--- config.mk ---
export PLATFORM = sky130hd
export DESIGN_NAME = board_ctrl_top
export DESIGN_NICKNAME = d
export VERILOG_FILES = /design/src/source/board_ctrl_pkg.sv /design/src/source/apb_if.sv /design/src/source/rtc_tick_gen.sv /design/src/source/fan_pwm.sv /design/src/source/board_regs.sv /design/src/source/board_ctrl_top.sv
export VERILOG_INCLUDE_DIRS = /design/src /design/src/source
export SDC_FILE = /design/constraint.sdc
export NUM_CORES = 1
export LEC_CHECK = 0
export BUFFER_PORTS_ARGS = -buffer_cell sky130_fd_sc_hd__buf_2
export CAP_MARGIN = 5
export CELL_PAD_IN_SITES_DETAIL_PLACEMENT = 1
export CELL_PAD_IN_SITES_GLOBAL_PLACEMENT = 2
export CORE_UTILIZATION = 29
export CTS_CLUSTER_DIAMETER = 120
export DETAILED_ROUTE_END_ITERATION = 6
export GPL_TIMING_DRIVEN = 1
export PLACE_DENSITY_LB_ADDON = 0.1
export SKIP_CTS_REPAIR_TIMING = 1
export SYNTH_ARGS = -nofsm -noshare
export SYNTH_HDL_FRONTEND = slang
export SYNTH_SLANG_ARGS = --single-unit
--- constraint.sdc ---
create_clock -name soc_clk -period 2.1 [get_ports soc_clk]
set_input_delay 0.42 -clock soc_clk [delete_from_list [all_inputs] [get_ports soc_clk]]
set_output_delay 0.42 -clock soc_clk [all_outputs]
set_load 0.02 [all_outputs]
--- src/source/board_ctrl_defines.svh ---
`ifndef BOARD_CTRL_DEFINES_SVH
`define BOARD_CTRL_DEFINES_SVH

// APB bus widths
`define BOARD_APB_AW 8
`define BOARD_APB_DW 32

// soc_clk cycles per RTC half period, 50 MHz in gives 1 MHz out
`define BOARD_RTC_HALF 25

// Steps in one fan PWM window
`define BOARD_FAN_STEPS 16

// Register map
`define BOARD_ADDR_ID       8'h00
`define BOARD_ADDR_RTC      8'h04
`define BOARD_ADDR_FAN_CTRL 8'h08
`define BOARD_ADDR_FAN_STAT 8'h0C

// Constant read values
`define BOARD_ID_VAL  32'h0B0A_7D01
`define BOARD_ERR_VAL 32'hBADC_AB1E

`endif

--- src/source/board_ctrl_pkg.sv ---
package board_ctrl_pkg;

  ////////////////////////////////////////
  // Fan control
  ////////////////////////////////////////

  // Duty level in sixteenths of a PWM window
  // 0 keeps the fan off, 15 is the highest duty
  typedef logic [3:0] fan_level_t;

  ////////////////////////////////////////
  // Real-time clock
  ////////////////////////////////////////

  // RTC periods seen since reset
  // Wraps silently after 2^32 periods
  typedef logic [31:0] rtc_count_t;

endpackage

--- src/source/apb_if.sv ---
`include "board_ctrl_defines.svh"

interface apb_if;

  // Request side
  logic                     psel;
  logic                     penable;
  logic                     pwrite;
  logic [`BOARD_APB_AW-1:0] paddr;
  logic [`BOARD_APB_DW-1:0] pwdata;

  // Response side
  logic [`BOARD_APB_DW-1:0] prdata;
  logic                     pready;
  logic                     pslverr;

  // Bus master view
  modport requester (
    output psel, penable, pwrite, paddr, pwdata,
    input  prdata, pready, pslverr
  );

  // Register block view
  modport completer (
    input  psel, penable, pwrite, paddr, pwdata,
    output prdata, pready, pslverr
  );

endinterface

--- src/source/rtc_tick_gen.sv ---
`include "board_ctrl_defines.svh"

module rtc_tick_gen
  import board_ctrl_pkg::*;
(
  input  logic       soc_clk,
  input  logic       rst_n,
  output logic       rtc_clk_o,
  output rtc_count_t rtc_count_o
);

  logic [4:0] div_q;
  logic       rtc_clk_q;
  rtc_count_t count_q;
  logic       half_done;

  // Last cycle of an RTC half period
  assign half_done = (div_q == 5'(`BOARD_RTC_HALF - 1));

  ////////////////////////////////////////
  // Divider and period counter
  ////////////////////////////////////////

  always_ff @(posedge soc_clk, negedge rst_n) begin
    if (!rst_n) begin
      div_q     <= '0;
      rtc_clk_q <= 1'b0;
      count_q   <= '0;
    end else begin
      if (half_done) begin
        div_q     <= '0;
        rtc_clk_q <= ~rtc_clk_q;
        // Count on the rising edge of the RTC clock
        if (!rtc_clk_q) begin
          count_q <= count_q + 1'b1;
        end
      end else begin
        div_q <= div_q + 5'd1;
      end
    end
  end

  assign rtc_clk_o   = rtc_clk_q;
  assign rtc_count_o = count_q;

endmodule

--- src/source/fan_pwm.sv ---
`include "board_ctrl_defines.svh"

module fan_pwm
  import board_ctrl_pkg::*;
(
  input  logic       soc_clk,
  input  logic       rst_n,
  input  fan_level_t level_i,
  output logic       fan_pwm_o
);

  localparam logic [3:0] LastStep = 4'(`BOARD_FAN_STEPS - 1);

  logic [3:0] step_q, step_d;
  fan_level_t level_q, level_d;
  logic       pwm_q, pwm_d;

  // Step and level for the next output cycle
  always_comb begin
    step_d  = (step_q == LastStep) ? 4'd0 : step_q + 4'd1;
    level_d = level_q;
    // New window, take the current setting
    if (step_d == 4'd0) begin
      level_d = level_i;
    end
    pwm_d = (step_d < level_d);
  end

  ////////////////////////////////////////
  // Window state
  ////////////////////////////////////////

  // step_q is the step currently shown on fan_pwm_o
  always_ff @(posedge soc_clk, negedge rst_n) begin
    if (!rst_n) begin
      step_q  <= LastStep;
      level_q <= '0;
      pwm_q   <= 1'b0;
    end else begin
      step_q  <= step_d;
      level_q <= level_d;
      pwm_q   <= pwm_d;
    end
  end

  assign fan_pwm_o = pwm_q;

endmodule

--- src/source/board_regs.sv ---
`include "board_ctrl_defines.svh"

module board_regs
  import board_ctrl_pkg::*;
(
  input  logic       soc_clk,
  input  logic       rst_n,
  apb_if.completer   apb,
  input  rtc_count_t rtc_count_i,
  input  fan_level_t fan_sw_i,
  output fan_level_t fan_level_o
);

  logic       access;
  logic       hit_id;
  logic       hit_rtc;
  logic       hit_ctrl;
  logic       hit_stat;
  logic       mapped;
  logic       ctrl_wr;

  // FAN_CTRL fields
  logic       ovr_en_q;
  fan_level_t ovr_level_q;

  fan_level_t fan_level_q;
  logic [`BOARD_APB_DW-1:0] rdata;

  ////////////////////////////////////////
  // Address decode
  ////////////////////////////////////////

  // Access cycle of an APB transfer
  assign access = apb.psel & apb.penable;

  assign hit_id   = (apb.paddr == `BOARD_ADDR_ID);
  assign hit_rtc  = (apb.paddr == `BOARD_ADDR_RTC);
  assign hit_ctrl = (apb.paddr == `BOARD_ADDR_FAN_CTRL);
  assign hit_stat = (apb.paddr == `BOARD_ADDR_FAN_STAT);
  assign mapped   = hit_id | hit_rtc | hit_ctrl | hit_stat;

  // FAN_CTRL is the only writable register
  assign ctrl_wr = access & apb.pwrite & hit_ctrl;

  ////////////////////////////////////////
  // Fan control register
  ////////////////////////////////////////

  always_ff @(posedge soc_clk, negedge rst_n) begin
    if (!rst_n) begin
      ovr_en_q    <= 1'b0;
      ovr_level_q <= '0;
    end else if (ctrl_wr) begin
      ovr_en_q    <= apb.pwdata[4];
      ovr_level_q <= apb.pwdata[3:0];
    end
  end

  // Effective level, one cycle behind the control register
  always_ff @(posedge soc_clk, negedge rst_n) begin
    if (!rst_n) begin
      fan_level_q <= '0;
    end else begin
      fan_level_q <= ovr_en_q ? ovr_level_q : fan_sw_i;
    end
  end

  assign fan_level_o = fan_level_q;

  ////////////////////////////////////////
  // Read path and response
  ////////////////////////////////////////

  always_comb begin
    rdata = '0;
    unique case (1'b1)
      hit_id: begin
        rdata = `BOARD_ID_VAL;
      end
      hit_rtc: begin
        rdata = rtc_count_i;
      end
      hit_ctrl: begin
        rdata[4]   = ovr_en_q;
        rdata[3:0] = ovr_level_q;
      end
      hit_stat: begin
        rdata[3:0] = fan_level_q;
      end
      default: begin
        rdata = `BOARD_ERR_VAL;
      end
    endcase
  end

  // No wait states, every access cycle completes
  assign apb.pready = access;
  assign apb.prdata = rdata;

  // Reads fail on holes, writes fail anywhere but FAN_CTRL
  assign apb.pslverr = access & (apb.pwrite ? ~hit_ctrl : ~mapped);

endmodule

--- src/source/board_ctrl_top.sv ---
`include "board_ctrl_defines.svh"

module board_ctrl_top
  import board_ctrl_pkg::*;
(
  input  logic                     soc_clk,
  input  logic                     rst_n,

  input  logic [3:0]               fan_sw_i,
  output logic                     fan_pwm_o,

  output logic                     rtc_clk_o,

  // APB register port
  input  logic                     psel_i,
  input  logic                     penable_i,
  input  logic                     pwrite_i,
  input  logic [`BOARD_APB_AW-1:0] paddr_i,
  input  logic [`BOARD_APB_DW-1:0] pwdata_i,
  output logic [`BOARD_APB_DW-1:0] prdata_o,
  output logic                     pready_o,
  output logic                     pslverr_o
);

  rtc_count_t rtc_count;
  fan_level_t fan_level;

  apb_if apb_bus ();

  // Outside bus onto the internal APB
  assign apb_bus.psel    = psel_i;
  assign apb_bus.penable = penable_i;
  assign apb_bus.pwrite  = pwrite_i;
  assign apb_bus.paddr   = paddr_i;
  assign apb_bus.pwdata  = pwdata_i;

  assign prdata_o  = apb_bus.prdata;
  assign pready_o  = apb_bus.pready;
  assign pslverr_o = apb_bus.pslverr;

  ////////////////////////////////////////
  // RTC clock
  ////////////////////////////////////////

  rtc_tick_gen i_rtc_tick_gen (
    .soc_clk     ( soc_clk   ),
    .rst_n       ( rst_n     ),
    .rtc_clk_o   ( rtc_clk_o ),
    .rtc_count_o ( rtc_count )
  );

  ////////////////////////////////////////
  // Fan PWM
  ////////////////////////////////////////

  fan_pwm i_fan_pwm (
    .soc_clk   ( soc_clk   ),
    .rst_n     ( rst_n     ),
    .level_i   ( fan_level ),
    .fan_pwm_o ( fan_pwm_o )
  );

  ////////////////////////////////////////
  // Registers
  ////////////////////////////////////////

  board_regs i_board_regs (
    .soc_clk     ( soc_clk   ),
    .rst_n       ( rst_n     ),
    .apb         ( apb_bus   ),
    .rtc_count_i ( rtc_count ),
    .fan_sw_i    ( fan_sw_i  ),
    .fan_level_o ( fan_level )
  );

endmodule

# Word level (Yosys, flattened, before mapping)
# Cells that the tools add are included.
# Widths: inputs -> output; s select.
# totals
register_bits	56
out_inout_bits	36
# op_classes
n_mux	8
n_eq_ne	5
n_addsub	3
n_reduce_logical	5
n_bitwise	10
magnitude_cmp	1
# ops
cell	n
$pmux 27 s3	1
$add 32x1->32 const B	1
$eq 8x4->1 const B	2
$pmux 4 s4	1
$mux 4	3
$eq 8x3->1 const B	1
$logic_not 8->1	1
$add 5x1->5 const B	1
$eq 5x5->1 const B	1
$mux 5	1
$add 4x1->4 const B	1
$and 1x1->1	4
$eq 4x4->1 const B	1
$logic_not 4->1	1
$lt 4x4->1	1
$reduce_or 2->1	2
$not 1->1	3
$or 1x1->1	3
$pmux 1 s3	1
$reduce_and 2->1	1
$mux 1	1

# Longest topological paths before layout
# logic_depth
depth_word	7
ltp_mapped	8
depth_no_buf	7

# Cells and area by module
# From an unflattened synthesis, not the netlist that was laid out.
# unflattened
hier_cells	286
hier_area_um2	3020.4
# modules_own_cells
mod	seq_area_each_um2	area_each_um2	cells_each	instances
rtc_tick_gen	950.9	1774.2	158	1
board_regs	225.2	817.0	95	1
fan_pwm	230.2	429.2	33	1

# Worst setup path after synthesis
# OpenSTA, ideal clock, no wires.
# synth_timing
kind	register -> register
from	register i_fan_pwm.step_q[0]
to	register i_fan_pwm.pwm_q (netlist: i_fan_pwm.fan_pwm_o)
slack_ps	40
path_buffers	1
path_stages_with_launch	9
synth_period_minus_slack_ps	2060
setup_time_ps	119
required_time_ps	1981
arrival_ps	1941
path_cell_list	dfstp_2 > ha_1 > nand2_1 > or2_2 > clkbuf_1 > mux2i_1 > ha_1 > a31oi_1 > o21a_1
# synth_between
elab_chain_cells	5
word_cells_on_any_way	6
classes_between	1 x add/sub; 1 x order compare; 1 x eq/ne; 2 x mux; 1 x reduce/logical
# synth_lines
item	line	rtl
from (decl)	fan_pwm.sv:14	logic [3:0] step_q, step_d;
from (signal assigned)	fan_pwm.sv:36	step_q <= LastStep;
from (signal assigned)	fan_pwm.sv:40	step_q <= step_d;
$add 4x1->4 or $eq 4x4->1 (tied branches)	fan_pwm.sv:20	step_d = (step_q == LastStep) ? 4'd0 : step_q + 4'd1;
$mux 4 *	fan_pwm.sv:20	
$logic_not 4->1	fan_pwm.sv:23	if (step_d == 4'd0) begin
$mux 4	fan_pwm.sv:23	
$lt 4x4->1 *	fan_pwm.sv:26	pwm_d = (step_d < level_d);
via i_fan_pwm.pwm_d	fan_pwm.sv:16	logic pwm_q, pwm_d;
to (signal assigned)	fan_pwm.sv:42	pwm_q <= pwm_d;
to (decl)	fan_pwm.sv:16	
# Mark *: on every way through the listed nets, which the timed path passes. The rest lies on a longest branch.
# A chain may end at the register's enable or synchronous reset.

# Worst setup path after layout
# layout_timing
from	register i_board_regs.fan_level_q[2] (netlist: i_board_regs.fan_level_o[2])
to	output prdata_o[2]
# layout_between
elab_chain_cells	1
# layout_lines
item	line	rtl
from (decl)	board_regs.sv:26	fan_level_t fan_level_q;
from (signal assigned)	board_regs.sv:64	fan_level_q <= ovr_en_q ? ovr_level_q : fan_sw_i;
$pmux 4 s4	board_regs.sv:76	unique case (1'b1)
to (decl)	board_ctrl_top.sv:20	output logic [`BOARD_APB_DW-1:0] prdata_o,
# No other way between the ends.

==> reports/metrics.csv <==
stage;metric;value;unit
run_status;status;finished clean;
cts;TritonCTS clock tree;done;
cells_and_area;most frequent cells in the layout;57 x buf_2, 52 x dfrtp_1, 29 x xnor2_1;
synthesis;post-synthesis sequential area ratio;47.3;%
critical_path;critical path startpoint category;flip-flop;
timing;fmax;0.513;GHz
placement;port buffer count;57;
placement;dpl hpwl;5570;µm
detailed_routing;WL final;7350;µm
cts;later-pin clock latency in the skew report;320;ps
cts;Clock transition at path regs;110;ps
critical_path;Reg2Reg Setup Slack;190;ps
cells_and_area;share of layout cells above drive strength 1;31.1;%
synthesis;ys flop type;dfrtp_1;
timing;Worst Tran Pin Value;522;ps
synthesis;Synthesized Nets;329;
critical_path;slowest CP cell;dfrtp_1;
critical_path;crit-path cells;mux2_2 -> a221o_1 -> buf_2;
timing;unrepaired setup endpoints after global routing;no;
cts;Root Buffer;clkbuf_8;
timing;slew margin rel.;65.2;%
critical_path;Worst setup EP type;output port;
cts;H-tree depth;2;
detailed_routing;routed vias/inst;4.78;
run;maxcap violations;0;
timing;Layout Skew;8.78;ps
critical_path;FF-to-FF Start;i_fan_pwm.step_q[0];
floorplan;Die Wd;103;µm
cells_and_area;Ant. Diodes;0;
timing;final hold vios;0;
detailed_routing;drt first pass iters;4;
power;Pleak;0.00165;µW
timing;Max Slew Vio Count;0;
floorplan;Rows;36;
floorplan;I/O pins;85;
cts;TritonCTS Buffers;5;
power;VDD IR max;0.000262;V
synthesis;Syn. warnings;0;
critical_path;Req. time, crit path;1680;ps
placement;routability congestion estimate;0.741;
cells_and_area;P&R area growth vs syn;21.4;%
floorplan;chip height;103;µm
synthesis;cell area after synthesis;2970;µm²
global_routing;initial antenna violation count;0;
critical_path;worst setup path class;flip-flop to output port;
synthesis;average cell area after synthesis;10.9;µm²
cells_and_area;layout net count;396;
cts;Max clock buf depth;2;
global_routing;Tot GR Track Use;15.3;%
timing;final setup fails;0;
synthesis;asr flop ratio synth;100;%
cells_and_area;commonest non-fill, non-tap cell in the layout;buf_2;
floorplan;die footprint;10700;µm²
floorplan;Initial Util;30.1;%
detailed_routing;Detail Route Antenna Nets;0;
global_routing;number of global-route vias before repair;2357;
detailed_routing;Wirelength per Cell;15.5;µm
synthesis;Yosys cell types;39;
timing;Setup TNS;0;ps
critical_path;Worst R2R End;i_fan_pwm.fan_pwm_o;
cells_and_area;post-layout util;36.6;%
detailed_routing;vias;2267;
critical_path;Crit path arrival time;1530;ps
timing;Final Critical Period;1950;ps
global_routing;global-route wire length before repair;12200;µm
min_path;Worst Hold Class;input port to asynchronous set/reset pin;
cts;clk sinks;56;
critical_path;Worst Path Max Fanout;3;
critical_path;Buffers & Inverters on Critical Path;1;
synthesis;synthesized flop and latch total;56;
detailed_routing;DRC Markers;0;
synthesis;Post-synth EDFFs;0;
floorplan;Core Box Area;9860;µm²
cells_and_area;filler instances;1131;
critical_path;worst r2r path cells;8;
synthesis;Post-Syn Instances;273;
critical_path;Critical Path Max Stage Delay;410;ps
power;Pwr per Cell Area;513;nW/µm²
detailed_routing;drt first-iter violations;88;
global_routing;largest net degree at the start of global routing;23;
timing;final cycle utilization of the critical path;92.8;%
critical_path;CP top delay family;flip-flops;
global_routing;residual overflow from global routing;0;
[registers in the layout (all words and copies together), names as in the netlist]
name / flops
i_board_regs.fan_level_o: 4
i_board_regs.ovr_en_q: 1
i_board_regs.ovr_level_q: 4
i_fan_pwm.fan_pwm_o: 1
i_fan_pwm.level_q: 4
i_fan_pwm.step_q: 4
i_rtc_tick_gen.div_q: 5
i_rtc_tick_gen.rtc_clk_o: 1
i_rtc_tick_gen.rtc_count_o: 32
[logic make-up after synthesis]
family | after synthesis | synth area share [%]
xor gates and xnor gates | 33 | 9.73
muxes | 22 | 8.13
and+or+nand+nor | 95 | 19.8
AOI/OAI and AO/OA | 39 | 8.93
DFF | 56 | 47.3
adders and majority gates | 7 | 2.95
buffers and inverters | 21 | 3.12
[metrics by stage]
| step | hold WS [ps] | power (µW) | area, µm² | setup WS (ps) | instances |
|---|---|---|---|---|---|
| final | 51.6 | 1850 | 3610 | 151 | 474 |
| after global placement | 426 | 1230 | 3510 | 114 | 466 |
| after CTS | 54.9 | 1900 | 3610 | 80.6 | 474 |
| after detailed placement | 430 | 1230 | 3510 | 110 | 466 |
| after floorplan | 124 | 1160 | 2970 | 40.3 | 273 |
| after global routing | 72.3 | 1940 | 3610 | 25.4 | 474 |
[synthesized netlist by cell type (2+ instances only)]
cell type | count | area share, %
dfrtp_1 | 52 | 44
xnor2_1 | 29 | 8.5
nand3_1 | 18 | 3.0
mux2_2 | 17 | 6.4
nand4_1 | 14 | 2.9
and2_1 | 11 | 2.3
nor2b_1 | 11 | 2.3
inv_1 | 10 | 1.3
o21ai_0 | 10 | 1.7
a21o_1 | 9 | 2.3
nand2_1 | 9 | 1.1
nor2_1 | 9 | 1.1
and3_1 | 8 | 1.7
ha_1 | 7 | 2.9
a21oi_1 | 6 | 1.0
clkbuf_1 | 6 | 0.76
and4_1 | 5 | 1.5
mux2i_1 | 5 | 1.7
a221o_1 | 4 | 1.3
dfstp_2 | 4 | 3.5
xor2_1 | 4 | 1.2
a22o_1 | 2 | 0.59
a31oi_1 | 2 | 0.42
buf_2 | 2 | 0.34
nand2b_1 | 2 | 0.42
o211ai_1 | 2 | 0.51
o21a_1 | 2 | 0.51
or2_2 | 2 | 0.42
[layer usage]
| metal | track usage [%] | vias up | part of all wire, % |
|---|---|---|---|
| li1 | - | 1102 | - |
| met1 | 21.1 | 1126 | 48 |
| met2 | 24.5 | 33 | 48 |
| met3 | 3.23 | 6 | 3.3 |
| met4 | 4.23 | 0 | 1.1 |
| met5 | 0 | - | 0 |
[report_power, final]
part,total [µW],internal (µW),switching [µW]
registers,1090,1090,6.26
clock network,645,247,399
logic,112,46.4,65.7
[worst max-delay path by stage]
stage / slack [ps] / start / to / depth (start not counted)
after detailed placement: 110 / i_fan_pwm.step_q[1] / i_fan_pwm.fan_pwm_o / 7
after global placement: 110 / i_fan_pwm.step_q[1] / i_fan_pwm.fan_pwm_o / 7
final: 150 / i_board_regs.fan_level_o[2] / prdata_o[2] / 3
after global routing: 30 / paddr_i[5] / prdata_o[0] / 6
after floorplan: 40 / i_fan_pwm.step_q[0] / i_fan_pwm.fan_pwm_o / 8
after CTS: 80 / i_fan_pwm.step_q[1] / i_fan_pwm.fan_pwm_o / 7
[final cells by class]
| cell class | instances | area, µm² | area share (%) |
|---|---|---|---|
| multi-input cells | 196 | 1480 | 40.9 |
| flip-flops and latches | 56 | 1410 | 39.0 |
| repair buffers | 71 | 428 | 11.9 |
| well taps | 133 | 166 | 4.61 |
| clock buffers | 5 | 68.8 | 1.91 |
| inverters | 10 | 37.5 | 1.04 |
| clock inverters | 3 | 26.3 | 0.728 |
Power figures use the tool's default switching activity.
